--- src/hdl/riscv_isa_pkg.sv ---
package riscv_isa_pkg;

	// major opcodes kept in this core
	typedef enum logic [6:0] {
		OP     = 7'b0110011,
		OPIMM  = 7'b0010011,
		LOAD   = 7'b0000011,
		STORE  = 7'b0100011,
		BRANCH = 7'b1100011
	} opcode_t;

	typedef logic [4:0] reg_idx_t;
	typedef logic [2:0] funct3_t;
	typedef logic [6:0] funct7_t;

	// funct3 for OP and OPIMM
	localparam funct3_t F3_ADDSUB = 3'b000;
	localparam funct3_t F3_SLT    = 3'b010;
	localparam funct3_t F3_SLTU   = 3'b011;
	localparam funct3_t F3_XOR    = 3'b100;
	localparam funct3_t F3_OR     = 3'b110;
	localparam funct3_t F3_AND    = 3'b111;

	// funct3 for branches and word access
	localparam funct3_t F3_BEQ    = 3'b000;
	localparam funct3_t F3_BNE    = 3'b001;
	localparam funct3_t F3_LW_SW  = 3'b010;

	localparam funct7_t F7_BASE   = 7'b0000000;
	localparam funct7_t F7_SUB    = 7'b0100000;

endpackage
--- src/hdl/core_types_pkg.sv ---
package core_types_pkg;

	localparam int XLEN = 32;

	typedef logic [XLEN-1:0] word_t;

	typedef enum logic [2:0] {
		ALU_ADD,
		ALU_SUB,
		ALU_AND,
		ALU_OR,
		ALU_XOR,
		ALU_SLT,
		ALU_SLTU
	} alu_op_t;

	typedef struct packed {
		word_t pc;
		word_t insn;
	} if_id_t;

	typedef struct packed {
		word_t                   pc;
		word_t                   rs1_val;
		word_t                   rs2_val;
		word_t                   imm;
		riscv_isa_pkg::reg_idx_t rd;
		alu_op_t                 alu_op;
		logic                    use_imm;
		logic                    is_load;
		logic                    is_store;
	} id_ex_t;

	typedef struct packed {
		word_t                   result;
		word_t                   store_data;
		riscv_isa_pkg::reg_idx_t rd;
		logic                    is_load;
		logic                    is_store;
	} ex_mem_t;

	// rd of zero means nothing to write
	typedef struct packed {
		word_t                   result;
		riscv_isa_pkg::reg_idx_t rd;
	} mem_wb_t;

endpackage

--- src/hdl/execute_unit.sv ---
module execute_unit (
	input  logic                    i_valid,
	input  core_types_pkg::id_ex_t  i_data,
	output logic                    o_valid,
	output core_types_pkg::ex_mem_t o_data
);
	import core_types_pkg::*;

	word_t op_a;
	word_t op_b;
	word_t result;

	assign op_a = i_data.rs1_val;
	assign op_b = i_data.use_imm ? i_data.imm : i_data.rs2_val;

	// loads and stores come in as ALU_ADD
	always_comb begin
		case (i_data.alu_op)
			ALU_ADD:  result = op_a + op_b;
			ALU_SUB:  result = op_a - op_b;
			ALU_AND:  result = op_a & op_b;
			ALU_OR:   result = op_a | op_b;
			ALU_XOR:  result = op_a ^ op_b;
			ALU_SLT:  result = {{(XLEN-1){1'b0}}, ($signed(op_a) < $signed(op_b))};
			ALU_SLTU: result = {{(XLEN-1){1'b0}}, (op_a < op_b)};
			default:  result = '0;
		endcase
	end

	assign o_valid = i_valid;

	always_comb begin
		o_data.result     = result;
		o_data.store_data = i_data.rs2_val;
		o_data.rd         = i_data.rd;
		o_data.is_load    = i_data.is_load;
		o_data.is_store   = i_data.is_store;
	end

endmodule

--- config.mk ---
export PLATFORM = sky130hd
export DESIGN_NAME = execute_unit
export DESIGN_NICKNAME = d
export VERILOG_FILES = /design/src/hdl/riscv_isa_pkg.sv /design/src/hdl/core_types_pkg.sv /design/src/hdl/execute_unit.sv
export SDC_FILE = /design/constraint.sdc
export NUM_CORES = 1
export LEC_CHECK = 0
export BUFFER_PORTS_ARGS = -buffer_cell sky130_fd_sc_hd__buf_2
export CORE_MARGIN = 4
export CORE_UTILIZATION = 48
export DETAILED_ROUTE_END_ITERATION = 16
export PLACE_DENSITY = 0.81
export SYNTH_ARGS = -nofsm -noshare
export SYNTH_HDL_FRONTEND = slang
export SYNTH_SLANG_ARGS = --single-unit
export TNS_END_PERCENT = 100
--- constraint.sdc ---
create_clock -name vclk -period 4.7
set_clock_uncertainty 0.2 [all_clocks]
set_input_delay 0.235 -clock vclk [all_inputs]
set_output_delay 0.235 -clock vclk [all_outputs]
set_load 0.01 [all_outputs]
After elaboration in Yosys (flattened, before gate mapping) --
Cells that the tools add are included. W data, S select, Z words.
Storage, ports and cells: output and inout bits 72, word-level logic and storage cells 16, flip-flop bits (word level) 0, input bits 140
Cells by class: muxes and demuxes 2, bitwise operators 3, equal/unequal tests 6, add/sub/neg operators 2, reduce and logical (&&, ||, !) cells 1, $lt $le $gt $ge 2
Operator list (number):
- $pmux W32 S7 | 1
- $lt A32 B32 Y1 | 2
- $add A32 B32 Y32 | 1
- $and A32 B32 Y32 | 1
- $mux W32 | 1
- $or A32 B32 Y32 | 1
- $sub A32 B32 Y32 | 1
- $xor A32 B32 Y32 | 1
- $eq A3 B3 Y1 const B | 3
- $eq A3 B2 Y1 const B | 2
- $eq A3 B1 Y1 const B | 1
- $logic_not A3 Y1 | 1

Logic depth before layout (Yosys ltp) --
depth in word-level cells 3, gate-level depth with buffers 17, mapped depth without buffers 15

Worst setup path before layout --
Ideal clock, no wire load.
kind input port to output port, from input i_data[2] (netlist bit), to output o_data[65] (netlist bit), path buffers 2, stages on the path 16, setup slack 115 ps, arrival 4150 ps, data required time 4265 ps, cell sequence clkbuf_1 -> buf_1 -> mux2i_1 -> inv_1 -> ha_1 -> fa_1 -> o21bai_1 -> o211ai_1 -> a2111oi_2 -> o21ai_1 -> nand2_1 -> a41oi_1 -> or4b_4 -> o211ai_2 -> mux2_2 -> o221ai_1
RTL lines:
- from (decl) | RTL line execute_unit.sv:3 | input core_types_pkg::id_ex_t i_data,
- to (decl) | RTL line execute_unit.sv:5 | output core_types_pkg::ex_mem_t o_data

==> run summary <==
Status: finished, final reports clean
Initial DRT Pass Iterations: 6
GP Congestion: 0.966
Core region area: 0.0120 sq mm
NumNets Final: 1238
Overall Power: 0.000973 W
Synth-to-Final Area Change: 12.5%
Antenna Cells: 0
MaxCap Viol Count: 0
Global-route wire length before repair: 29400 um
Final critical-path share of the clock period: 0.967
Die span in x: 119 um
YS warnings: 0
HP Class: input pin to primary output
Initial core utilization: 0.492
Leak: 3.43 nW
WHS Path Cells: 0
Die area: 0.0141 sq mm
Initial antenna violation count: 0
Relative slew slack: 0.524
Setup Viol. Count Final: 0
Vias in the first global route: 6032
Netlist cell types: 74
Maximum clock frequency: 220 MHz
Clkbuf count: 0
# IOs: 212
PnR worst setup slack: 0.156 ns
Critical path startpoint category: input pin
Routed vias: 6726
Post-route ant nets: 0
Max VDD drop: 0.0000554 V
WP data required: 4.26 ns
Fin Hold WS: 0.270 ns
Worst Max-Slew Pin Slew: 0.706 ns
GRT Resource Usage Total: 0.242
Port-buffer cells: 164
Pwr dens: 146 mW/mm^2
Layout cell share with drive strength beyond 1: 0.219
WL/cell: 16.2 um
Max Slew Vio Count: 0
Num sequential: 0
Final Critical Period: 4.54 ns
Avg Inst Size Synth: 6.67 sq um
Mapped Cells: 886
Post-synthesis sequential area ratio: 0
M3 GR Usage: 0.0233
Via/cell ratio: 5.93
Row cnt: 40
Synth Net Count: 1135
Crit Path Max Fanout: 3
CP endpoint kind: primary output
HPWL Detailed: 14900 um
DRC violations left: 0
Grt ovf: 0
Largest net degree at the start of global routing: 58
Die Ht: 119 um
Mapped cell area: 0.00591 sq mm
Place WS: 0.0898 ns
Post-Route WL: 18400 um
Setup CP Type: input pin to primary output
Final hold violation count: 0
Reg area: 0 sq um
CP Data Arrival Time: 4.11 ns
GRT busiest layer: met2
Met1 Resource Use GR: 0.355
Utilization after layout: 0.553
Initial detailed-routing violation count: 741
GRT met2 Usage: 0.387
[critical path, stage by stage]
cell and delay, ns:
buf_2 0.15, mux2i_2 0.26, inv_1 0.09, ha_1 0.23, fa_2 0.38, o21bai_1 0.20, o211ai_1 0.18, a2111oi_2 0.52
o21ai_2 0.15, nand2_2 0.11, a41oi_2 0.14, or4b_4 0.54, o211ai_2 0.19, mux2_2 0.35, o221ai_1 0.20, buf_2 0.18
[cells in the final DEF (no fill, tap or decap), types with 5 or more instances in the layout]
master,synthesis,final
buf_2,7,164
buf_4,41,28
nor2b_1,6,6
nand3_1,15,15
o32a_1,6,6
o31ai_1,7,7
nor2_1,80,80
mux2i_1,36,35
nand2_1,59,58
o22ai_1,10,10
a21oi_1,83,83
ha_1,107,107
o31a_1,7,7
a21o_1,14,14
o21ai_0,57,57
o21bai_1,12,12
nor3_1,21,21
or3_1,7,7
a31oi_1,14,14
nand4_1,5,5
inv_1,99,99
o211ai_1,14,14
xnor2_1,20,20
and2_1,6,6
a211oi_1,15,15
nand2b_1,8,8
[final cells by class]
| cell class | instances | area (sq um) |
|---|---|---|
| timing repair buffer | 193 | 1050 |
| inverter | 101 | 379 |
| fill | 1220 | 5370 |
| multi-input combinational | 693 | 5030 |
| tap | 147 | 184 |
[logic make-up (layout without fill, tap and decap cells)]
kind of cell,after synthesis,after routing,synth area share
AO/OA/AOI/OAI,298,298,0.339
XOR/XNOR,24,24,0.0356
adder cells (fa/ha/maj),109,109,0.233
buffers and inverters,193,294,0.151
multiplexers,38,38,0.0667
AND/OR/NAND/NOR,224,224,0.174
[routing by layer]
metal	vias up	share of wire
li1	3307	-
met1	3025	0.45
met2	361	0.43
met3	33	0.099
met4	0	0.016
met5	-	0
[power by group]
group          switching [W]  internal (W)
combinational       0.000580      0.000394
clock                      0             0
sequential                 0             0
[cells in the mapped netlist, drive strengths merged (15+ instances only)]
cell type  number  area share
a211oi         16       0.021
nor2           80       0.051
nor3           21       0.018
clkbuf         34       0.022
a21oi          84       0.072
mux2i          36       0.061
xnor2          20       0.030
o211ai         15       0.020
nand3          15       0.013
buf            58       0.066
o21ai          59       0.050
ha            107        0.23
inv            99       0.063
nand2          59       0.037
[metrics by stage]
step / cell area (sq um) / setup TNS, ns / std cells
after floorplan: 5910 / 0 / 886
after global placement: 6600 / 0 / 1131
after detailed placement: 6600 / 0 / 1131
after CTS: 6600 / 0 / 1131
after global routing: 6650 / -0.00957 / 1134
final: 6650 / 0 / 1134
[final timing paths]
check / to / slack, ns / startpoint
setup / recovery: o_data[65] / 0.16 / i_data[2]
hold / removal: o_data[0] / 0.27 / i_data[0]
[what timing repair did]
| action | CTS | global route |
|---|---|---|
| hold buffers | 0 | 0 |
| setup buffers | 0 | 3 |
| gates resized for setup | 0 | 5 |
| endpoints found under the setup margin | 0 | 1 |
Note: power is estimated with default switching activity, not from simulation.
