[src/hdl/riscv_isa_pkg.sv]
package riscv_isa_pkg;

	// major opcodes kept in this core
	typedef enum logic [6:0] {
		OP     = 7'b0110011,
		OPIMM  = 7'b0010011,
		LOAD   = 7'b0000011,
		STORE  = 7'b0100011,
		BRANCH = 7'b1100011
	} opcode_t;

	typedef logic [4:0] reg_idx_t;
	typedef logic [2:0] funct3_t;
	typedef logic [6:0] funct7_t;

	// funct3 for OP and OPIMM
	localparam funct3_t F3_ADDSUB = 3'b000;
	localparam funct3_t F3_SLT    = 3'b010;
	localparam funct3_t F3_SLTU   = 3'b011;
	localparam funct3_t F3_XOR    = 3'b100;
	localparam funct3_t F3_OR     = 3'b110;
	localparam funct3_t F3_AND    = 3'b111;

	// funct3 for branches and word access
	localparam funct3_t F3_BEQ    = 3'b000;
	localparam funct3_t F3_BNE    = 3'b001;
	localparam funct3_t F3_LW_SW  = 3'b010;

	localparam funct7_t F7_BASE   = 7'b0000000;
	localparam funct7_t F7_SUB    = 7'b0100000;

endpackage
[src/hdl/core_types_pkg.sv]
package core_types_pkg;

	localparam int XLEN = 32;

	typedef logic [XLEN-1:0] word_t;

	typedef enum logic [2:0] {
		ALU_ADD,
		ALU_SUB,
		ALU_AND,
		ALU_OR,
		ALU_XOR,
		ALU_SLT,
		ALU_SLTU
	} alu_op_t;

	typedef struct packed {
		word_t pc;
		word_t insn;
	} if_id_t;

	typedef struct packed {
		word_t                   pc;
		word_t                   rs1_val;
		word_t                   rs2_val;
		word_t                   imm;
		riscv_isa_pkg::reg_idx_t rd;
		alu_op_t                 alu_op;
		logic                    use_imm;
		logic                    is_load;
		logic                    is_store;
	} id_ex_t;

	typedef struct packed {
		word_t                   result;
		word_t                   store_data;
		riscv_isa_pkg::reg_idx_t rd;
		logic                    is_load;
		logic                    is_store;
	} ex_mem_t;

	// rd of zero means nothing to write
	typedef struct packed {
		word_t                   result;
		riscv_isa_pkg::reg_idx_t rd;
	} mem_wb_t;

endpackage

[src/hdl/mem_req_if.sv]
interface mem_req_if #(
	parameter int MEM_ADDR_BITS = 10
);
	import core_types_pkg::*;

	logic                     req;
	logic                     we;
	logic [MEM_ADDR_BITS-1:0] addr;
	word_t                    wdata;
	word_t                    rdata;
	logic                     gnt;

	// access happens when req and gnt are both high
	modport requester (output req, we, addr, wdata, input rdata, gnt);
	modport arbiter (input req, we, addr, wdata, output rdata, gnt);

endinterface

[src/hdl/mem_access_unit.sv]
module mem_access_unit #(
	parameter int MEM_ADDR_BITS = 10
) (
	input  logic                    i_valid,
	input  core_types_pkg::ex_mem_t i_data,
	mem_req_if.requester            bus,
	output logic                    o_valid,
	output core_types_pkg::mem_wb_t o_data
);

	// word address, byte offset ignored
	assign bus.req   = i_valid && (i_data.is_load || i_data.is_store);
	assign bus.we    = i_data.is_store;
	assign bus.addr  = i_data.result[MEM_ADDR_BITS+1:2];
	assign bus.wdata = i_data.store_data;

	assign o_valid = i_valid && !i_data.is_store;

	always_comb begin
		o_data.result = i_data.is_load ? bus.rdata : i_data.result;
		o_data.rd     = i_data.rd;
	end

endmodule

[src/flat_wrapper.sv]
// flat-port wrapper written by rule: the top's interface ports become plain ports
module mem_access_unit_flat 
#(
	parameter int MEM_ADDR_BITS = 10
)
  (i_valid, i_data, o_valid, o_data, bus_req, bus_we, bus_addr, bus_wdata, bus_rdata, bus_gnt);
  mem_req_if #(.MEM_ADDR_BITS(MEM_ADDR_BITS)) bus_i ();
  input  logic i_valid;
  input  core_types_pkg::ex_mem_t i_data;
  output logic o_valid;
  output core_types_pkg::mem_wb_t o_data;
  output wire logic [$bits(bus_i.req)-1:0] bus_req;
  output wire logic [$bits(bus_i.we)-1:0] bus_we;
  output wire logic [$bits(bus_i.addr)-1:0] bus_addr;
  output wire logic [$bits(bus_i.wdata)-1:0] bus_wdata;
  input wire logic [$bits(bus_i.rdata)-1:0] bus_rdata;
  input wire logic [$bits(bus_i.gnt)-1:0] bus_gnt;
  assign bus_req = bus_i.req;
  assign bus_we = bus_i.we;
  assign bus_addr = bus_i.addr;
  assign bus_wdata = bus_i.wdata;
  assign bus_i.rdata = bus_rdata;
  assign bus_i.gnt = bus_gnt;
  mem_access_unit #(.MEM_ADDR_BITS(MEM_ADDR_BITS)) u_core (.i_valid(i_valid), .i_data(i_data), .bus(bus_i), .o_valid(o_valid), .o_data(o_data));
endmodule
[config.mk]
export PLATFORM = sky130hd
export DESIGN_NAME = mem_access_unit_flat
export DESIGN_NICKNAME = d
export VERILOG_FILES = /design/src/hdl/riscv_isa_pkg.sv /design/src/hdl/core_types_pkg.sv /design/src/hdl/mem_req_if.sv /design/src/hdl/mem_access_unit.sv /design/src/flat_wrapper.sv
export SDC_FILE = /design/constraint.sdc
export NUM_CORES = 1
export LEC_CHECK = 0
export ABC_AREA = 0
export BUFFER_PORTS_ARGS = -buffer_cell sky130_fd_sc_hd__buf_2
export CAP_MARGIN = 20
export CORE_AREA = 2 2 72 74
export DETAILED_ROUTE_END_ITERATION = 7
export DIE_AREA = 0 0 74 76
export PLACE_DENSITY = 0.75
export REMOVE_ABC_BUFFERS = 1
export SLEW_MARGIN = 20
export SYNTH_ARGS = -nofsm -noshare
export SYNTH_HDL_FRONTEND = slang
export SYNTH_SLANG_ARGS = --single-unit
[constraint.sdc]
create_clock -name vclk -period 1
set_input_delay 0.2 -clock vclk [all_inputs]
set_output_delay 0.2 -clock vclk [all_outputs]
set_load 0.02 [all_outputs]
==> Yosys cells after proc, flatten, opt, wreduce, memory -nomap -nowiden <==
Cells that the tools add are included.
{ "word_totals": {"register_bits": 0, "in_bits": 105, "out_inout_bits": 82, "wordCells": 5} }
{ "classes": {"muxes": 1, "n_reduce_logical": 4} }
{ "ops": {"columns": ["operator", "n"], "rows": [
  ["$mux W32", 1],
  ["$logic_and A1 B1 Y1", 2],
  ["$logic_not A1 Y1", 1],
  ["$logic_or A1 B1 Y1", 1]
]} }

==> Depth between registers and ports, before layout <==
{ "logic_depth": {"word_depth": 2, "mapped_depth": 3} }

==> Worst setup path after synthesis <==
OpenSTA, ideal clock, no wires.
{ "synth_path": {"path_type": "input to output", "startpoint": "input port i_data[1] (netlist bit)", "endpoint": "output port o_data[10] (netlist bit)", "t_arrival_ns": 0.793, "required_time_ns": 0.800, "slack_ns": 0.007, "cell_stages": 3, "n_path_buf": 2, "path_cell_list": "buf_6 buf_12 mux2_4"} }
{ "synth_rtl": {"columns": ["element", "line_no", "rtl"], "rows": [
  ["from (decl)", "flat_wrapper.sv:9", "input core_types_pkg::ex_mem_t i_data;"],
  ["to (decl)", "flat_wrapper.sv:11", "output core_types_pkg::mem_wb_t o_data;"]
]} }

==> results.py <==
metrics = {
    "finish": {
        "area_growth_pct": 68.0,
        "multi_input_area_um2": 494,
        "layout-drive-gt1-share_pct": 98.7,
        "final_nets": 260,
        "diodes": 0,
        "ff_latch_area_um2": 0,
        "sequential_cell_total": 0,
        "fillers": 503,
        "finish.utilization_pct": 31.3,
        "n_clock_buffer": 0,
    },
    "power": {
        "p_leak_nw": 0.864,
        "clkPwrFrac_pct": 0,
        "switching_power_mw": 0.363,
        "power_density_mw_per_mm2": 577,
        "power_mw": 0.887,
        "p_sw_share_pct": 40.9,
        "worst_ir_drop_vdd_v": 0.000246,
        "pwr-share-comb_pct": 100.0,
        "seqPwrFrac_pct": 0,
        "p_int_mw": 0.524,
    },
    "route": {
        "first_pass_iters": 5,
        "remaining_drc_errors": 0,
        "finalWirelength_um": 4070,
        "ant_nets": 0,
        "first_iter_violations": 17,
        "wl_per_cell_um": 18.3,
        "viasPerCell": 4.01,
        "num_vias": 895,
    },
    "placement": {
        "place_hpwl_um": 3420,
        "gp_congestion": 0.791,
        "io_buffers": 112,
    },
    "die": {
        "top_level_ports": 187,
        "die_area_mm2": 0.00562,
        "fp.coreArea_mm2": 0.00491,
        "fp.dieH_um": 76,
        "die_w_um": 74,
        "rows": 26,
        "start_util_pct": 18.6,
    },
    "worst_setup_path": {
        "crit_fanout": 7,
        "crit_family": "buffers and inverters",
        "path_cells": "buf_16, buf_12, mux2_4, buf_6",
        "cp-end-kind": "output pin",
        "crit_buf_inv": 3,
        "cpMaxStageDelayCell": "mux2_4",
        "start_kind": "input pin",
        "cp.required_ns": 0.80,
        "cpPeakStageDelay_ns": 0.31,
        "path_class": "in -> out",
        "worst-endpoint-arrival_ns": 0.92,
    },
    "logic_synthesis": {
        "synth_common_cells": "buf_4 (48), mux2_4 (29), buf_12 (3), mux2_2 (3)",
        "yosysWarnings": 0,
        "seq_area_frac_synth_pct": 0,
        "synth_most_common_cell": "buf_4",
        "synth.avg_cell_area_um2": 10.6,
        "synth.area.top_cells": "mux2_4 (48%), buf_4 (39%), buf_12 (6.6%), mux2_2 (3.7%), buf_6 (1.2%)",
        "synthCells": 86,
        "synth_area_um2": 915,
        "synth_top_area_cell": "mux2_4",
        "yosysTopAreaCellShare_pct": 47.6,
        "synth_cell_types": 7,
    },
    "grt": {
        "grt_max_degree": 8,
        "track_usage_pct": 13.5,
        "grt_pass1_vias": 980,
        "grt_overflow": 0,
        "grt_first_pass_wirelength_um": 5500,
        "antenna_found_initial": 0,
    },
    "sta": {
        "rsz0062_at_grt": "yes",
        "finalCriticalPeriod_ns": 1.12,
        "worst_slew_pin_slew_ns": 0.113,
        "min_period_over_period_pct": 112,
        "setup_violations": 32,
        "setup_ws_ns": -0.120,
        "finalHoldViolCount": 0,
        "fmax_mhz": 893,
        "max_slew_margin_pct": 92.5,
        "slew_viol_final": 0,
    },
    "status": {
        "status": "finished, violations left",
        "violations": "negative setup slack",
    },
    "hold_path": {
        "min_to": "o_data[2]",
        "hp-class": "in -> out",
        "min-delay-start": "i_data[4]",
        "holdPathStages": 0,
    },
    "run": {
        "drv_cap": 0,
    },
    "clocking": {
        "hold_buffers": 0,
    },
}
==> per-stage QoR <==
stage          std cells  instance area (µm²)  worst slack, ns  TNS, ns  hold WS (ns)
2_1_floorplan         34                  483            0.235        0         0.400
5_1_grt              223                 1540           -0.137    -4.06         0.400
6_report             223                 1540           -0.120    -3.52         0.400
3_5_place_dp         219                 1180           -0.248    -6.53         0.400
3_3_place_gp         219                 1180           -0.239    -6.26         0.400
4_1_cts              223                 1540           -0.127    -3.75         0.400
==> per-layer routing <==
metal / GRT usage [%] / part of all wire (%) / up-vias
met3: 12.0 / 22 / 6
met5: 7.07 / 0 / -
li1: - / - / 377
met2: 18.3 / 39 / 115
met4: 0.909 / 0.79 / 0
met1: 16.0 / 38 / 397
==> cell type report <==
cell class                 instances  area share, %
tap                               70           5.70
timing repair buffer             119           62.1
multi-input combinational         34           32.2
==> logic make-up after synthesis <==
kind of cell	after synthesis	share of synthesized area, %
AO/OA/AOI/OAI	1	0.821
buffers and inverters	52	47.2
multiplexers	32	51.3
AND/OR/NAND/NOR	1	0.684
==> cells in the final DEF (no fill, tap or decap) <==
master   Yosys  routed
nor2b_1      1       1
buf_12       3       2
buf_16       0       5
buf_8        0       1
mux2_4      29      32
buf_2        0      78
buf_6        1      33
o21a_1       1       1
==> power by group through the flow <==
stage               clock (mW)  sequential, mW  combinational, mW
floorplan                    0               0              0.321
global placement             0               0              0.665
detailed placement           0               0              0.673
CTS                          0               0              0.898
global route                 0               0              0.939
finish                       0               0              0.887
==> how the worst max path moves through the flow <==
stage            endpoint  cells past startpoint       from  slack, ns
6_report       o_data[11]                      4  i_data[1]      -0.12
5_1_grt        o_data[11]                      4  i_data[1]      -0.14
4_1_cts        o_data[21]                      4  i_data[1]      -0.13
3_5_place_dp   o_data[34]                      4  i_data[1]      -0.25
3_3_place_gp   o_data[35]                      4  i_data[1]      -0.24
2_1_floorplan  o_data[34]                      1  i_data[1]       0.24
==> repair_timing <==
| action | 4_1_cts | 5_1_grt |
|---|---|---|
| setup buffers | 0 | 0 |
| setup endpoints to repair | 33 | 32 |
| resized for setup | 80 | 0 |
| gates cloned | 4 | 0 |
| pin swaps | 1 | 0 |
No activity file was read; power rests on OpenSTA's default activity.
