$ cat config.mk
export PLATFORM = sky130hd
export DESIGN_NAME = fetch_unit_flat
export DESIGN_NICKNAME = d
export VERILOG_FILES = /design/src/hdl/riscv_isa_pkg.sv /design/src/hdl/core_types_pkg.sv /design/src/hdl/mem_req_if.sv /design/src/hdl/fetch_unit.sv /design/src/flat_wrapper.sv
export SDC_FILE = /design/constraint.sdc
export NUM_CORES = 1
export LEC_CHECK = 0
export BUFFER_PORTS_ARGS = -buffer_cell sky130_fd_sc_hd__buf_2
export CORE_AREA = 2 2 94 96
export CTS_CLUSTER_DIAMETER = 60
export DETAILED_ROUTE_END_ITERATION = 16
export DIE_AREA = 0 0 96 98
export GPL_ROUTABILITY_DRIVEN = 1
export GPL_TIMING_DRIVEN = 0
export HOLD_SLACK_MARGIN = 0.15
export SYNTH_ARGS = -nofsm -noshare
export SYNTH_HDL_FRONTEND = slang
export SYNTH_SLANG_ARGS = --single-unit
$ cat constraint.sdc
create_clock -name i_clk -period 2.1 [get_ports i_clk]
set_input_delay 0.42 -clock i_clk [delete_from_list [all_inputs] [get_ports i_clk]]
set_output_delay 0.42 -clock i_clk [all_outputs]
set_load 0.005 [all_outputs]
$ cat src/hdl/riscv_isa_pkg.sv
package riscv_isa_pkg;

	// major opcodes kept in this core
	typedef enum logic [6:0] {
		OP     = 7'b0110011,
		OPIMM  = 7'b0010011,
		LOAD   = 7'b0000011,
		STORE  = 7'b0100011,
		BRANCH = 7'b1100011
	} opcode_t;

	typedef logic [4:0] reg_idx_t;
	typedef logic [2:0] funct3_t;
	typedef logic [6:0] funct7_t;

	// funct3 for OP and OPIMM
	localparam funct3_t F3_ADDSUB = 3'b000;
	localparam funct3_t F3_SLT    = 3'b010;
	localparam funct3_t F3_SLTU   = 3'b011;
	localparam funct3_t F3_XOR    = 3'b100;
	localparam funct3_t F3_OR     = 3'b110;
	localparam funct3_t F3_AND    = 3'b111;

	// funct3 for branches and word access
	localparam funct3_t F3_BEQ    = 3'b000;
	localparam funct3_t F3_BNE    = 3'b001;
	localparam funct3_t F3_LW_SW  = 3'b010;

	localparam funct7_t F7_BASE   = 7'b0000000;
	localparam funct7_t F7_SUB    = 7'b0100000;

endpackage
$ cat src/hdl/core_types_pkg.sv
package core_types_pkg;

	localparam int XLEN = 32;

	typedef logic [XLEN-1:0] word_t;

	typedef enum logic [2:0] {
		ALU_ADD,
		ALU_SUB,
		ALU_AND,
		ALU_OR,
		ALU_XOR,
		ALU_SLT,
		ALU_SLTU
	} alu_op_t;

	typedef struct packed {
		word_t pc;
		word_t insn;
	} if_id_t;

	typedef struct packed {
		word_t                   pc;
		word_t                   rs1_val;
		word_t                   rs2_val;
		word_t                   imm;
		riscv_isa_pkg::reg_idx_t rd;
		alu_op_t                 alu_op;
		logic                    use_imm;
		logic                    is_load;
		logic                    is_store;
	} id_ex_t;

	typedef struct packed {
		word_t                   result;
		word_t                   store_data;
		riscv_isa_pkg::reg_idx_t rd;
		logic                    is_load;
		logic                    is_store;
	} ex_mem_t;

	// rd of zero means nothing to write
	typedef struct packed {
		word_t                   result;
		riscv_isa_pkg::reg_idx_t rd;
	} mem_wb_t;

endpackage

$ cat src/hdl/mem_req_if.sv
interface mem_req_if #(
	parameter int MEM_ADDR_BITS = 10
);
	import core_types_pkg::*;

	logic                     req;
	logic                     we;
	logic [MEM_ADDR_BITS-1:0] addr;
	word_t                    wdata;
	word_t                    rdata;
	logic                     gnt;

	// access happens when req and gnt are both high
	modport requester (output req, we, addr, wdata, input rdata, gnt);
	modport arbiter (input req, we, addr, wdata, output rdata, gnt);

endinterface

$ cat src/hdl/fetch_unit.sv
module fetch_unit #(
	parameter int                    MEM_ADDR_BITS = 10,
	parameter core_types_pkg::word_t RESET_PC      = '0
) (
	input  logic                   i_clk,
	input  logic                   i_rst_n,
	input  logic                   i_run,
	input  logic                   i_stall,
	input  logic                   i_redirect,
	input  core_types_pkg::word_t  i_target,
	mem_req_if.requester           bus,
	output logic                   o_valid,
	output core_types_pkg::if_id_t o_data
);
	import core_types_pkg::*;

	word_t pc;

	// instruction reads only
	assign bus.req   = i_run;
	assign bus.we    = 1'b0;
	assign bus.addr  = pc[MEM_ADDR_BITS+1:2];
	assign bus.wdata = '0;

	// the fall-through word is dropped on a taken branch
	assign o_valid = bus.gnt && !i_redirect;
	assign o_data  = '{pc: pc, insn: bus.rdata};

	always_ff @(posedge i_clk) begin
		if (!i_rst_n) begin
			pc <= RESET_PC;
		end else if (i_redirect) begin
			pc <= i_target;
		end else if (bus.gnt && !i_stall) begin
			pc <= pc + 32'd4;
		end
	end

endmodule

$ cat src/flat_wrapper.sv
// flat-port wrapper written by rule: the top's interface ports become plain ports
module fetch_unit_flat import core_types_pkg::*;
#(
	parameter int                    MEM_ADDR_BITS = 10,
	parameter core_types_pkg::word_t RESET_PC      = '0
)
  (i_clk, i_rst_n, i_run, i_stall, i_redirect, i_target, o_valid, o_data, bus_req, bus_we, bus_addr, bus_wdata, bus_rdata, bus_gnt);
  mem_req_if #(.MEM_ADDR_BITS(MEM_ADDR_BITS)) bus_i ();
  input  logic i_clk;
  input  logic i_rst_n;
  input  logic i_run;
  input  logic i_stall;
  input  logic i_redirect;
  input  core_types_pkg::word_t i_target;
  output logic o_valid;
  output core_types_pkg::if_id_t o_data;
  output wire logic [$bits(bus_i.req)-1:0] bus_req;
  output wire logic [$bits(bus_i.we)-1:0] bus_we;
  output wire logic [$bits(bus_i.addr)-1:0] bus_addr;
  output wire logic [$bits(bus_i.wdata)-1:0] bus_wdata;
  input wire logic [$bits(bus_i.rdata)-1:0] bus_rdata;
  input wire logic [$bits(bus_i.gnt)-1:0] bus_gnt;
  assign bus_req = bus_i.req;
  assign bus_we = bus_i.we;
  assign bus_addr = bus_i.addr;
  assign bus_wdata = bus_i.wdata;
  assign bus_i.rdata = bus_rdata;
  assign bus_i.gnt = bus_gnt;
  fetch_unit #(.MEM_ADDR_BITS(MEM_ADDR_BITS), .RESET_PC(RESET_PC)) u_core (.i_clk(i_clk), .i_rst_n(i_rst_n), .i_run(i_run), .i_stall(i_stall), .i_redirect(i_redirect), .i_target(i_target), .bus(bus_i), .o_valid(o_valid), .o_data(o_data));
endmodule
# Yosys cells after proc, flatten, opt, wreduce, memory -nomap -nowiden
# Cells that the tools add are included.
# totals
regBits	32
# op_classes
mux	2
reduce_logical	5
addsub	1
# ops
op	count
$mux W32	2
$add A32 B3 Y32 const B	1
$logic_and A1 B1 Y1	2
$logic_not A1 Y1	2
$reduce_bool A2 Y1	1

# Longest topological paths before layout
# logic_depth
word_depth	4
depth_mapped	6
mapped_depth_nobuf	5

# Worst setup path after synthesis
# No wires, ideal clock.
# synth_path
path_kind	register to register
from	register u_core.pc[2]
to	register u_core.pc[26]
arrival_ps	1680
setup_time_ps	74
path_slack_ps	345
stages_incl_launch_ff	7
period_less_slack_ps	1755
t_required_ps	2026
path_cell_list	dfxtp_1 > ha_1 > and3b_1 > clkbuf_1 > nand3_1 > or4_1 > a31oi_1
# synth_between
elab_chain_len	3
# synth_lines
item	line	rtl
start: declaration	fetch_unit.sv:17	word_t pc;
start signal: assignment	fetch_unit.sv:33	pc <= i_target;
start signal: assignment	fetch_unit.sv:35	pc <= pc + 32'd4;
$add A32 B3 Y32	fetch_unit.sv:35	
$mux W32	fetch_unit.sv:34	end else if (bus.gnt && !i_stall) begin
$mux W32	fetch_unit.sv:32	end else if (i_redirect) begin
# Every way passes these cells. The select of a mux whose other input is x is not followed.
# A chain may end at the register's enable or synchronous reset.

# Worst setup path after layout
# layout_path
from	register u_core.pc[2]
to	register u_core.pc[25]
# Same word-level chain as after synthesis.

==> impl_metrics.ini <==
[setup_path]
crit_arrival_ps = 2180
rr_worst_depth = 5
r2r_setup_slack_ps = 130
required_ps = 2310
path_max_fanout = 7
cp-end-kind = register
reg2reg_to = u_core.pc[25]
worstSetupPathType = reg2reg
critPathLaunchType = register
rr_startpoint = u_core.pc[2]

[final_layout]
utilization = 0.394
nFillCells = 900
diodes = 0
finalNonFillerCells = 557
final_nets = 520
reg_top3 = u_core.pc x32
syn2layout_area_growth_pct = 36.6
regArea_sq_um = 641
largest_reg_flops = 32
drive_above_1_share = 0.468
largest-register = u_core.pc
multi_input_area_sq_um = 1250

[synthesis]
yosysUniqueCellTypes = 45
synth_area_sq_um = 2440
synthCells = 300
yosysWarnings = 0
ys_seq_elements = 32
ys_seq_area_frac = 0.262
avgSynthCellArea_sq_um = 8.15

[power_and_ir_drop]
ir_drop_mv = 0.180
power_mw = 1.55
powerDensity_nw_per_um2 = 465
leakagePower_nw = 1.70

[global_routing]
grt_pass1_wl_microns = 10600
grt_pass1_vias = 2277
grt_usage = 0.140
grt.overflow.total = 0
grt_start_max_net_pins = 11
antenna_found_initial = 0

[route]
avgViaCountPerCell = 4.50
ant_nets = 0
dr.pass1.iters = 4
route.final.wire_length_microns = 6920
wire_per_inst_microns = 12.4
dr_total_vias = 2509
drt-initial-drc-count = 40
drt_drc_violations_left = 0

[worst_hold_path]
hold_path_depth = 2
worstHoldEndpoint = u_core.pc[2]
hold_path.class = in2reg
hold_path.startpoint = i_target[2]

[clocking]
numCtsBuffers = 5
htreeDepth = 2
hold_buffers = 0
post_cts_buffers = 0
cts_tree = done
clock_path_buffers = 2
clk-insertion-delay-late_ps = 280
clockRootBuffer = clkbuf_8
cts_sinks = 32
clk_pin_slew_ps = 70

[die]
rows = 34
ios = 179
die_area_sq_um = 9410
coreArea_sq_um = 8470
start_util = 0.289
die_h_microns = 98
die_x_microns = 96

[timing]
hold_violations = 0
report.final.slew_viol_count = 0
period_share = 0.939
final.setup_skew_ps = 8.97
slew_headroom = 0.616
rsz0062_at_grt = true
fmax_mhz = 507
setup_violations = 0
tightest_slew_ps = 571
hold_ws_ps = 358
min_period_ps = 1970
setup_ws_ps = 127

[place]
dp.final_hpwl_microns = 5450
port_buffers = 111
dp.cells = 551
gp_congestion = 0.764
place_ws_ps = 2.94

[status]
status = finished clean

[flow_run]
cap_violations = 0
## through the flow
step | area [sq um] | setup TNS (ps)
6_report | 3340 | 0
5_1_grt | 3340 | -20.1
4_1_cts | 3330 | 0
3_5_place_dp | 3250 | 0
3_3_place_gp | 3250 | -8.83
2_1_floorplan | 2560 | 0
## timing repair
action                     CTS  global route
setup endpoints to repair    0            12
hold endpoints to repair     0             0
resized for setup            0             1
## Yosys cell counts (all sizes together)
cell,instances,share of area
xnor2,7,0.025
o31ai,5,0.015
o21ai,30,0.061
nor4,1,0.0051
nand3b,1,0.0031
and4,7,0.028
a31o,1,0.0036
ha,1,0.0051
dfxtp,32,0.26
clkbuf,10,0.015
nor2b,5,0.013
and3b,1,0.0036
and3,6,0.016
or2,1,0.0026
nand2,12,0.018
nor3,3,0.0061
a211o,2,0.0072
xor2,3,0.011
a21oi,5,0.010
mux2i,3,0.012
nor2,3,0.0046
conb,1,0.0015
nor4b,1,0.0036
a211oi,2,0.0061
a311oi,1,0.0036
and4b,1,0.0041
nand4,13,0.039
or3,8,0.022
or4,5,0.015
nor3b,1,0.0031
inv,3,0.0046
a31oi,14,0.036
o211a,6,0.025
nand3,17,0.035
buf,83,0.26
nand2b,4,0.010
and2,1,0.0026
## layer usage
metal | part of all wire | routed length [microns] | vias to the layer above | track usage
li1 | - | - | 1273 | -
met1 | 0.41 | 2860 | 1115 | 0.169
met2 | 0.49 | 3390 | 113 | 0.247
met3 | 0.088 | 607 | 8 | 0.0370
met4 | 0.0082 | 57 | 0 | 0.0308
met5 | 0 | 0 | - | 0
## worst max-delay path, cell delays in order, from the launching register on
cell and delay [ps]:
dfxtp_1 420, and4b_1 210, clkbuf_1 330, nand3_1 260, or4_1 520, a31oi_1 170
## kinds of logic (layout without fill, tap and decap cells)
family,count (synthesis),in the layout,synth area share
other cells,1,33,0.00153
flops,32,32,0.262
compound gates,66,66,0.168
simple gates,91,91,0.235
buf+inv,96,213,0.280
fa+ha+maj,1,1,0.00512
mux,3,3,0.0123
xor+xnor,10,10,0.0358
## cell type report
type / instances / area share
buffer: 92 / 0.201
clock inverter: 1 / 0.00150
multi-input combinational: 204 / 0.374
timing repair buffer: 111 / 0.166
tap: 108 / 0.0405
inverter: 3 / 0.00337
sequential: 32 / 0.192
clock buffer: 6 / 0.0217
## worst max-delay path by stage
stage / from / endpoint / slack [ps] / cells past startpoint
detailed placement: i_stall / u_core.pc[25] / 3 / 6
global placement: i_stall / u_core.pc[31] / -8 / 7
floorplan: u_core.pc[2] / u_core.pc[26] / 350 / 6
global route: u_core.pc[2] / u_core.pc[31] / -20 / 6
finish: u_core.pc[2] / u_core.pc[25] / 130 / 5
CTS: u_core.pc[2] / u_core.pc[26] / 50 / 6
## cells in the final DEF (no fill, tap or decap), types with 6 or more instances in the layout
cell type,instances
buf_2,112
buf_4,76
conb_1,33
dfxtp_1,32
o21ai_0,30
nand3_1,17
a31oi_1,14
nand2_1,12
nand4_1,12
clkbuf_1,10
xnor2_1,7
or3_1,6
o211a_1,6
## power breakdown
| part | switching, mW | internal, mW | total (mW) |
|---|---|---|---|
| logic | 0.155 | 0.231 | 0.386 |
| registers | 0.0616 | 0.650 | 0.711 |
| clock network | 0.230 | 0.225 | 0.455 |
No activity file was read; power rests on OpenSTA's default activity.
