**src/hdl/riscv_isa_pkg.sv**
```systemverilog
package riscv_isa_pkg;

	// major opcodes kept in this core
	typedef enum logic [6:0] {
		OP     = 7'b0110011,
		OPIMM  = 7'b0010011,
		LOAD   = 7'b0000011,
		STORE  = 7'b0100011,
		BRANCH = 7'b1100011
	} opcode_t;

	typedef logic [4:0] reg_idx_t;
	typedef logic [2:0] funct3_t;
	typedef logic [6:0] funct7_t;

	// funct3 for OP and OPIMM
	localparam funct3_t F3_ADDSUB = 3'b000;
	localparam funct3_t F3_SLT    = 3'b010;
	localparam funct3_t F3_SLTU   = 3'b011;
	localparam funct3_t F3_XOR    = 3'b100;
	localparam funct3_t F3_OR     = 3'b110;
	localparam funct3_t F3_AND    = 3'b111;

	// funct3 for branches and word access
	localparam funct3_t F3_BEQ    = 3'b000;
	localparam funct3_t F3_BNE    = 3'b001;
	localparam funct3_t F3_LW_SW  = 3'b010;

	localparam funct7_t F7_BASE   = 7'b0000000;
	localparam funct7_t F7_SUB    = 7'b0100000;

endpackage
```
**src/hdl/core_types_pkg.sv**
```systemverilog
package core_types_pkg;

	localparam int XLEN = 32;

	typedef logic [XLEN-1:0] word_t;

	typedef enum logic [2:0] {
		ALU_ADD,
		ALU_SUB,
		ALU_AND,
		ALU_OR,
		ALU_XOR,
		ALU_SLT,
		ALU_SLTU
	} alu_op_t;

	typedef struct packed {
		word_t pc;
		word_t insn;
	} if_id_t;

	typedef struct packed {
		word_t                   pc;
		word_t                   rs1_val;
		word_t                   rs2_val;
		word_t                   imm;
		riscv_isa_pkg::reg_idx_t rd;
		alu_op_t                 alu_op;
		logic                    use_imm;
		logic                    is_load;
		logic                    is_store;
	} id_ex_t;

	typedef struct packed {
		word_t                   result;
		word_t                   store_data;
		riscv_isa_pkg::reg_idx_t rd;
		logic                    is_load;
		logic                    is_store;
	} ex_mem_t;

	// rd of zero means nothing to write
	typedef struct packed {
		word_t                   result;
		riscv_isa_pkg::reg_idx_t rd;
	} mem_wb_t;

endpackage

```
**src/hdl/mem_req_if.sv**
```systemverilog
interface mem_req_if #(
	parameter int MEM_ADDR_BITS = 10
);
	import core_types_pkg::*;

	logic                     req;
	logic                     we;
	logic [MEM_ADDR_BITS-1:0] addr;
	word_t                    wdata;
	word_t                    rdata;
	logic                     gnt;

	// access happens when req and gnt are both high
	modport requester (output req, we, addr, wdata, input rdata, gnt);
	modport arbiter (input req, we, addr, wdata, output rdata, gnt);

endinterface

```
**src/hdl/bus_arbiter.sv**
```systemverilog
module bus_arbiter (
	mem_req_if.arbiter   loader,
	mem_req_if.arbiter   data,
	mem_req_if.arbiter   fetch,
	mem_req_if.requester mem
);

	logic sel_loader;
	logic sel_data;
	logic sel_fetch;

	// fixed order: loader, data, fetch
	assign sel_loader = loader.req;
	assign sel_data   = data.req && !loader.req;
	assign sel_fetch  = fetch.req && !loader.req && !data.req;

	assign loader.gnt = sel_loader && mem.gnt;
	assign data.gnt   = sel_data && mem.gnt;
	assign fetch.gnt  = sel_fetch && mem.gnt;

	assign mem.req = loader.req || data.req || fetch.req;

	always_comb begin
		mem.we    = fetch.we;
		mem.addr  = fetch.addr;
		mem.wdata = fetch.wdata;
		if (sel_loader) begin
			mem.we    = loader.we;
			mem.addr  = loader.addr;
			mem.wdata = loader.wdata;
		end else if (sel_data) begin
			mem.we    = data.we;
			mem.addr  = data.addr;
			mem.wdata = data.wdata;
		end
	end

	assign loader.rdata = mem.rdata;
	assign data.rdata   = mem.rdata;
	assign fetch.rdata  = mem.rdata;

endmodule

```
**src/flat_wrapper.sv**
```systemverilog
// flat-port wrapper written by rule: the top's interface ports become plain ports
module bus_arbiter_flat 
  (loader_req, loader_we, loader_addr, loader_wdata, loader_rdata, loader_gnt, data_req, data_we, data_addr, data_wdata, data_rdata, data_gnt, fetch_req, fetch_we, fetch_addr, fetch_wdata, fetch_rdata, fetch_gnt, mem_req, mem_we, mem_addr, mem_wdata, mem_rdata, mem_gnt);
  mem_req_if loader_i ();
  mem_req_if data_i ();
  mem_req_if fetch_i ();
  mem_req_if mem_i ();
  input wire logic [$bits(loader_i.req)-1:0] loader_req;
  input wire logic [$bits(loader_i.we)-1:0] loader_we;
  input wire logic [$bits(loader_i.addr)-1:0] loader_addr;
  input wire logic [$bits(loader_i.wdata)-1:0] loader_wdata;
  output wire logic [$bits(loader_i.rdata)-1:0] loader_rdata;
  output wire logic [$bits(loader_i.gnt)-1:0] loader_gnt;
  input wire logic [$bits(data_i.req)-1:0] data_req;
  input wire logic [$bits(data_i.we)-1:0] data_we;
  input wire logic [$bits(data_i.addr)-1:0] data_addr;
  input wire logic [$bits(data_i.wdata)-1:0] data_wdata;
  output wire logic [$bits(data_i.rdata)-1:0] data_rdata;
  output wire logic [$bits(data_i.gnt)-1:0] data_gnt;
  input wire logic [$bits(fetch_i.req)-1:0] fetch_req;
  input wire logic [$bits(fetch_i.we)-1:0] fetch_we;
  input wire logic [$bits(fetch_i.addr)-1:0] fetch_addr;
  input wire logic [$bits(fetch_i.wdata)-1:0] fetch_wdata;
  output wire logic [$bits(fetch_i.rdata)-1:0] fetch_rdata;
  output wire logic [$bits(fetch_i.gnt)-1:0] fetch_gnt;
  output wire logic [$bits(mem_i.req)-1:0] mem_req;
  output wire logic [$bits(mem_i.we)-1:0] mem_we;
  output wire logic [$bits(mem_i.addr)-1:0] mem_addr;
  output wire logic [$bits(mem_i.wdata)-1:0] mem_wdata;
  input wire logic [$bits(mem_i.rdata)-1:0] mem_rdata;
  input wire logic [$bits(mem_i.gnt)-1:0] mem_gnt;
  assign loader_i.req = loader_req;
  assign loader_i.we = loader_we;
  assign loader_i.addr = loader_addr;
  assign loader_i.wdata = loader_wdata;
  assign loader_rdata = loader_i.rdata;
  assign loader_gnt = loader_i.gnt;
  assign data_i.req = data_req;
  assign data_i.we = data_we;
  assign data_i.addr = data_addr;
  assign data_i.wdata = data_wdata;
  assign data_rdata = data_i.rdata;
  assign data_gnt = data_i.gnt;
  assign fetch_i.req = fetch_req;
  assign fetch_i.we = fetch_we;
  assign fetch_i.addr = fetch_addr;
  assign fetch_i.wdata = fetch_wdata;
  assign fetch_rdata = fetch_i.rdata;
  assign fetch_gnt = fetch_i.gnt;
  assign mem_req = mem_i.req;
  assign mem_we = mem_i.we;
  assign mem_addr = mem_i.addr;
  assign mem_wdata = mem_i.wdata;
  assign mem_i.rdata = mem_rdata;
  assign mem_i.gnt = mem_gnt;
  bus_arbiter u_core (.loader(loader_i), .data(data_i), .fetch(fetch_i), .mem(mem_i));
endmodule
```
**config.mk**
```make
export PLATFORM = sky130hd
export DESIGN_NAME = bus_arbiter_flat
export DESIGN_NICKNAME = d
export VERILOG_FILES = /design/src/hdl/riscv_isa_pkg.sv /design/src/hdl/core_types_pkg.sv /design/src/hdl/mem_req_if.sv /design/src/hdl/bus_arbiter.sv /design/src/flat_wrapper.sv
export SDC_FILE = /design/constraint.sdc
export NUM_CORES = 1
export LEC_CHECK = 0
export ABC_AREA = 1
export BUFFER_PORTS_ARGS = -buffer_cell sky130_fd_sc_hd__buf_2
export CAP_MARGIN = 20
export CORE_AREA = 10 10 113 115
export DETAILED_ROUTE_END_ITERATION = 10
export DIE_AREA = 0 0 123 125
export GPL_ROUTABILITY_DRIVEN = 0
export PLACE_DENSITY_LB_ADDON = 0.25
export SLEW_MARGIN = 20
export SYNTH_ARGS = -nofsm -noshare
export SYNTH_HDL_FRONTEND = slang
export SYNTH_SLANG_ARGS = --single-unit
```
**constraint.sdc**
```tcl
create_clock -name vclk -period 0.8
set_input_delay 0.04 -clock vclk [all_inputs]
set_output_delay 0.04 -clock vclk [all_outputs]
set_load 0.005 [all_outputs]
```
Word-level counts from Yosys, hierarchy flattened. Index checks and enable logic that the tools add are counted.

Mux-type cells: 6. Reductions and logical operators: 10.

Operator list (count): $mux 32 (2); $mux 10 (2); $logic_and 1x1->1 (6); $logic_not 1->1 (2); $logic_or 1x1->1 (2); $mux 1 (2).

Bits in registers: 0. Bits of input ports: 165. Output and inout bits: 143. Logic and storage cells: 16.

Logic depth before layout (Yosys ltp). Gate-level depths: netlist of the first run.

Depth after elaboration: 4. Depth in mapped cells: 5. Depth with buffers taken out: 3.

Worst setup path after synthesis of the first run. OpenSTA, ideal clock, no wires.

Path type: input-to-output. Start point: input port data_req. End point: output port mem_addr[1]. Arrival: 0.586 ns. Data required time: 0.760 ns. Path slack: 0.174 ns. Stages: 5. Path buffers: 2. Path through: buf_4 -> nor2_8 -> buf_6 -> nand2_1 -> nand3_1.

Cells in the longest elaborated chain, start to end: 3.

RTL lines: start: declaration (RTL line flat_wrapper.sv:14) `input wire logic [$bits(data_i.req)-1:0] data_req;`; $logic_and 1x1->1 (RTL line bus_arbiter.sv:14) `assign sel_data = data.req && !loader.req;`; $mux 10 (RTL line bus_arbiter.sv:31) `end else if (sel_data) begin`; $mux 10 (RTL line bus_arbiter.sv:27) `if (sel_loader) begin`; end: declaration (RTL line flat_wrapper.sv:28) `output wire logic [$bits(mem_i.addr)-1:0] mem_addr;`.

No other way between the ends.

Worst setup path in the final report of the first run.
Start point: input port loader_req. End point: output port mem_addr[6].

Cells in the longest elaborated chain, start to end: 4.

RTL lines: start: declaration (RTL line flat_wrapper.sv:8) `input wire logic [$bits(loader_i.req)-1:0] loader_req;`; $logic_not 1->1 (RTL line bus_arbiter.sv:14); $logic_and 1x1->1 (RTL line bus_arbiter.sv:14); $mux 10 (RTL line bus_arbiter.sv:31); $mux 10 (*) (RTL line bus_arbiter.sv:27).

Mark *: on every way between the ends. The rest lies on a longest branch, timed or not.

==> metrics.yaml, run 1 <==
ios: 308
path_buf_inv: 4
grt_antenna_before_repair: 0
drt-vias-per-instance: 4.217
drtAntennaViolNets: 0
period_share_pct: 107.5
synth_area_sq_um: 1680
syn_inst: 297
yosys-mux-area-fraction_pct: 0
cp_data_required_time_ns: 0.76
outcome: "complete, but fails checks"
timing.final.ws_setup_ns: -0.06021
clkPwrFrac_pct: 0
drc: 0
critPathKind: "input pin to output pin"
p_leak_nw: 1.622
drive_gt1_share_pct: 71.32
grt_pass1_wl_mm: 12.32
tightestPinTransition_ns: 0.2331
multi_input_area_sq_um: 1191
grt_pass1_vias: 2458
design_area_sq_um: 2665
area.sequential_sq_um: 0
cp_max_fo: 6
seqPwrFrac_pct: 0
wire_per_inst_um: 17.04
setup_viol: 30
post-place-ws_ns: -0.1169
drv_slew: 0
path_common_cell: "buf_12"
hpwl_mm: 6.449
synth_warnings: 0
hold_depth: 0
p_sw_share_pct: 47.35
p_sw_mw: 0.6735
cp-start-kind: "input pin"
yosysTopAreaCell: "buf_4"
period_needed_ns: 0.8602
fmaxAchievable_mhz: 1163
placed_area_sq_um: 2017
nFlopsAndLatches: 0
synth_fa_ha_area_share_pct: 0
critPathMaxStageDelay_ns: 0.16
rsz0062_at_grt: "true"
yosysUniqueCellTypes: 9
ir_drop_uv: 139.5
die_h_um: 125
grt_max_degree: 30
num_vias: 2193
synth_xor_area_share_pct: 0
power_density_nw_per_um2: 533.8
holdCritPathClass: "input pin to output pin"
path_cells: "buf_12 -> nor2_8 -> buf_6 -> buf_12 -> nand2_2 -> nand3_2 -> buf_2"
critPathCaptureType: "output pin"
holdCritStartpoint: "mem_rdata[30]"
ys_seq_area_share_pct: 0
intPower_mw: 0.7490
nNetsFinal: 547
violations: "negative setup slack"
slowest_stage: "buf_6"
p_total_mw: 1.422
slew_headroom_pct: 84.46
syn_area_per_cell_sq_um: 5.658
nClkBuffers: 0
io_buffers: 180
start_util_pct: 15.85
rows: 38
synth_simple_gate_area_share_pct: 47.36
synth-compound-area-share_pct: 0
cpLargestDelayFamily: "buffers and inverters"
dieArea_sq_um: 15380
num_antenna_cells: 0
dr.pass1.iters: 4
cap_violations: 0
coreArea_sq_um: 10600
grt-ovfl-total: 0
fp.dieW_um: 123
arrival_ns: 0.82
syn2layout_area_growth_pct: 58.60
drt_iter0_markers: 54
combinationalPowerShare_pct: 100.0
netlist.area_leader.share_pct: 43.34
synth_fp_nets: 462
synth_top_family_by_area: "buffers and inverters"
fillerInstances: 1176
groute.usage.overall_pct: 9.588
synth_area_leaders: "buf_4 43%, nand3_1 26%, nand2_1 20%"
finalHoldViolations: 0
routed_wl_mm: 8.859
whs_endpoint: "loader_rdata[30]"
-- power groups by stage --
stage / Sequential, mW / Combinational (mW) / Clock [mW]
6_report: 0 / 1.42 / 0
5_1_grt: 0 / 1.55 / 0
4_1_cts: 0 / 1.32 / 0
3_5_place_dp: 0 / 1.07 / 0
3_3_place_gp: 0 / 1.06 / 0
2_1_floorplan: 0 / 0.825 / 0
-- metal layers --
metal | global-route usage, % | wire length, um
met1 | 9.177 | 2810
met2 | 18.56 | 4764
met3 | 2.385 | 931
met4 | 4.112 | 353
met5 | 0 | 0
-- what timing repair did --
item,4_1_cts,5_1_grt
buffers inserted,4,0
setup endpoints to repair,45,46
cloned,3,2
pin swaps,7,7
resized for setup,86,35
hold buffers,0,0
-- cell usage after synthesis, drive strengths merged --
master,count
buf,114
nand2,90
nand3,86
inv,4
nor2,3
-- cell type report --
class	count	area share [%]
Timing Repair Buffer	197	48.17
Multi-Input combinational cell	179	44.69
Tap cell	140	6.573
Inverter	4	0.5634
-- metrics by stage --
step	utilization, %	instances	setup TNS [ns]	hold slack [ns]
after floorplan	-	297	0	0.1590
after global placement	19.02	512	-2.800	0.08007
after detailed placement	19.02	512	-3.360	0.08007
after CTS	23.26	518	-1.142	0.08007
after global routing	25.14	520	-2.669	0.08002
final	25.14	520	-1.178	0.08000
-- cell usage in the layout (no fill, tap or decap) --
cell type and instances:
buf_16 3, buf_6 10, buf_2 172, nand3_1 48
buf_12 9, inv_1 3, nor2_1 2, nor2_8 1
nand3_2 38, nand2_2 10, inv_2 1, nand2_4 24
buf_8 1, nand2_1 56, buf_4 1, clkbuf_16 1
-- logic make-up (layout without fill, tap and decap cells) --
family                 after synthesis  in the layout
AND/OR/NAND/NOR                    179            179
buffers and inverters              118            201
-- worst max path at each step --
stage | slack, ns | from | depth (start not counted) | to
after floorplan | 0.17 | data_req | 5 | mem_addr[1]
after CTS | -0.07 | data_req | 7 | mem_addr[0]
after global routing | -0.10 | loader_req | 7 | mem_addr[7]
after detailed placement | -0.12 | loader_req | 5 | mem_wdata[27]
after global placement | -0.10 | data_req | 6 | mem_wdata[23]
final | -0.06 | loader_req | 7 | mem_addr[6]
No activity file was read; power rests on OpenSTA's default activity.
==> run 2: changes to the inputs <==
Settings changed: SKIP_LAST_GASP set to 1.
==> metrics.yaml, run 2 (synthesis results as in run 1) <==
outcome: "complete, but fails checks"
violations: "negative setup slack"
die_h_um: 125
path_common_cell: "buf_12"
drive_gt1_share_pct: 69.21
slew_headroom_pct: 84.51
tightestPinTransition_ns: 0.2323
final_common_cell: "buf_2"
postLayoutCoreUtil_pct: 24.88
ios: 308
drv_slew: 0
cpLargestDelayFamily: "buffers and inverters"
arrival_ns: 0.82
timing.final.ws_setup_ns: -0.05751
setup-tns-final_ns: -1.152
groute.usage.overall_pct: 9.524
slowest_stage: "buf_6"
cp_data_required_time_ns: 0.76
setup_viol: 30
finalHoldViolations: 0
hpwl_mm: 6.449
nFlopsAndLatches: 0
fp.dieW_um: 123
period_share_pct: 107.2
cp_num_cells: 7
critPathKind: "input pin to output pin"
fmaxAchievable_mhz: 1166
area.sequential_sq_um: 0
power_density_nw_per_um2: 536.1
cp-start-kind: "input pin"
dr.pass1.iters: 4
path_cells: "buf_12 -> nor2_8 -> buf_6 -> buf_12 -> nand2_2 -> nand3_2 -> buf_2"
critPathMaxStageDelay_ns: 0.16
drtAntennaViolNets: 0
fillerInstances: 1174
routed_wl_mm: 8.900
nNetsFinal: 547
multi_input_area_sq_um: 1164
rsz0062_at_grt: "true"
num_antenna_cells: 0
hold_depth: 0
holdCritPathClass: "input pin to output pin"
grt_max_degree: 30
dieArea_sq_um: 15380
critPathCaptureType: "output pin"
grt_antenna_before_repair: 0
cp_max_fo: 6
rows: 38
p_leak_nw: 1.615
io_buffers: 180
grt_pass1_wl_mm: 12.23
wire_per_inst_um: 17.12
drt_iter0_markers: 43
grt-ovfl-total: 0
syn2layout_area_growth_pct: 56.96
coreArea_sq_um: 10600
path_buf_inv: 4
drt-vias-per-instance: 4.190
ir_drop_uv: 134.1
grt_pass1_vias: 2425
nClkBuffers: 0
period_needed_ns: 0.8575
final_cell_mix: "172 x buf_2, 59 x nand2_1, 53 x nand3_1"
cap_violations: 0
start_util_pct: 15.85
num_vias: 2179
drc: 0
design_area_sq_um: 2638
placed_area_sq_um: 2017
run 2: worst paths after layout:
| kind | start | end | slack (ns) |
|---|---|---|---|
| worst max-delay path | loader_req | mem_addr[6] | -0.06 |
| worst min-delay path | mem_rdata[30] | loader_rdata[30] | 0.08 |
run 2: repair_timing:
item / CTS / global route
buffers inserted: 4 / 0
setup endpoints to repair: 45 / 46
gates resized for setup: 79 / 35
hold buffers: 0 / 0
pin swaps: 6 / 8
cloned: 3 / 2
run 2: metrics by stage:
stage	instances	power [mW]	worst slack, ns	hold slack, ns
after global routing	520	1.544	-0.1013	0.08002
final	520	1.414	-0.05751	0.08000
after detailed placement	512	1.066	-0.1169	0.08007
after global placement	512	1.062	-0.1012	0.08007
after CTS	518	1.310	-0.06804	0.08007
after floorplan	297	0.8254	0.1745	0.1590
run 2: where the power goes:
| group | leakage [nW] | internal [mW] | total [mW] | switching (mW) |
|---|---|---|---|---|
| Sequential | 0 | 0 | 0 | 0 |
| Clock | 0 | 0 | 0 | 0 |
| Combinational | 1.62 | 0.745 | 1.41 | 0.669 |
run 2: final cells by class:
class	count	area share, %
well taps	140	6.641
multi-input cells	179	44.12
inverters	4	0.5693
repair buffers	197	48.67
run 2: per-layer routing:
| layer | vias up | track usage [%] | part of all wire [%] |
|---|---|---|---|
| met5 | - | 0 | 0 |
| met4 | 0 | 4.112 | 3.9 |
| met3 | 49 | 2.385 | 10 |
| met2 | 121 | 18.37 | 53 |
| met1 | 981 | 9.150 | 33 |
| li1 | 1028 | - | - |
==> run 3: changes to the inputs <==
Settings changed: CORE_AREA 10 10 113 115 to 2 2 121 123.
==> metrics.yaml, run 3 (synthesis results as in run 1) <==
hold_depth: 0
routed_wl_mm: 6.060
critPathCaptureType: "output pin"
area.sequential_sq_um: 0
power_density_nw_per_um2: 496.5
fp.dieW_um: 123
num_vias: 2061
outcome: "complete, but fails checks"
placed_area_sq_um: 2059
rsz0062_at_grt: "true"
ios: 308
drc: 0
io_buffers: 180
path_cells: "buf_12 -> nor2_8 -> bufbuf_16 -> nand2_1 -> nand3_1 -> buf_2"
holdCritPathClass: "input pin to output pin"
slowest_stage: "bufbuf_16"
ir_drop_uv: 168.7
cap_violations: 0
final_common_cell: "buf_2"
grtUsageMet1_pct: 6.525
grt_pass1_vias: 1963
num_antenna_cells: 0
final_cell_mix: "178 x buf_2, 85 x nand2_1, 81 x nand3_1"
grt_most_used_layer: "met2"
cp_max_fo: 7
grt-ovfl-total: 0
design_area_sq_um: 2166
grt_antenna_before_repair: 0
drt_iter0_markers: 34
fmaxAchievable_mhz: 1206
critPathKind: "input pin to output pin"
dr.pass1.iters: 5
drv_slew: 0
postCtsHoldBufs: 0
die_h_um: 125
nClkBuffers: 0
nNetsFinal: 541
finalHoldViolations: 0
drt-vias-per-instance: 3.694
grt_max_degree: 45
drive_gt1_share_pct: 54.28
drtAntennaViolNets: 0
p_leak_nw: 1.251
hpwl_mm: 4.803
cp_data_required_time_ns: 0.76
grt_pass1_wl_mm: 8.852
groute.usage.overall_pct: 6.943
whs_ns: 0.08000
setup_viol: 9
wire_per_inst_um: 10.86
holdCritStartpoint: "mem_rdata[30]"
timing.final.ws_setup_ns: -0.02932
period_needed_ns: 0.8293
violations: "negative setup slack"
slew_headroom_pct: 85.60
tightestPinTransition_ns: 0.2161
period_share_pct: 103.7
syn2layout_area_growth_pct: 28.89
whs_endpoint: "data_rdata[30]"
nFlopsAndLatches: 0
critPathMaxStageDelay_ns: 0.28
arrival_ns: 0.79
grtUsageMet3_pct: 1.277
grt_util_met2_pct: 14.62
coreArea_sq_um: 14200
path_buf_inv: 3
rows: 44
start_util_pct: 11.83
cp-start-kind: "input pin"
dieArea_sq_um: 15380
cpLargestDelayFamily: "buffers and inverters"
-- run 3: cell types whose count changed in the layout (fill, tap and decap cells not counted), moves of 3 or more --
cell	previous run	this run
buf_12	9	5
buf_16	3	0
buf_2	172	178
buf_4	1	4
buf_6	10	3
nand2_1	59	85
nand2_4	25	0
nand3_1	53	81
nand3_2	33	5
-- run 3: metrics by stage --
stage                     power, mW  cells  worst slack, ns  utilization (%)  TNS [ns]
final                         1.075    558         -0.02932            15.25   -0.1795
after global placement        1.021    556         -0.04995            14.50    -1.019
after global routing          1.198    558         -0.09489            15.25    -1.958
after CTS                     1.103    559         -0.05401            15.35   -0.4974
after floorplan              0.8254    297           0.1745                -         0
after detailed placement      1.027    556         -0.07800            14.50    -1.556
-- run 3: layout make-up --
class	instances	area (sq um)
fillers	1677	12040
inverters	4	15.01
multi-input cells	179	833.3
well taps	184	230.2
repair buffers	191	1087
-- run 3: what timing repair did --
| action | 4_1_cts | 5_1_grt |
|---|---|---|
| pin swaps | 2 | 0 |
| cloned | 1 | 0 |
| resized for setup | 20 | 0 |
| buffers inserted | 2 | 0 |
| setup endpoints to repair | 45 | 45 |
-- run 3: power by group --
part / total (mW) / internal [mW] / switching [mW]
Sequential: 0 / 0 / 0
Clock: 0 / 0 / 0
Combinational: 1.08 / 0.587 / 0.489
-- run 3: worst max-delay path by stage --
| stage | from | endpoint | slack [ns] | depth (start not counted) |
|---|---|---|---|---|
| 5_1_grt | loader_req | mem_addr[2] | -0.09 | 6 |
| 4_1_cts | loader_req | mem_addr[0] | -0.05 | 6 |
| 2_1_floorplan | data_req | mem_addr[1] | 0.17 | 5 |
| 3_3_place_gp | data_req | mem_addr[8] | -0.05 | 6 |
| 6_report | loader_req | mem_addr[0] | -0.03 | 6 |
| 3_5_place_dp | loader_req | mem_addr[8] | -0.08 | 6 |
-- run 3: layer usage --
metal  wire length (um)  up-vias
met4                151        0
met2               3147      120
met3                612       17
met1               2148      910
met5                  0        -
li1                   -     1014
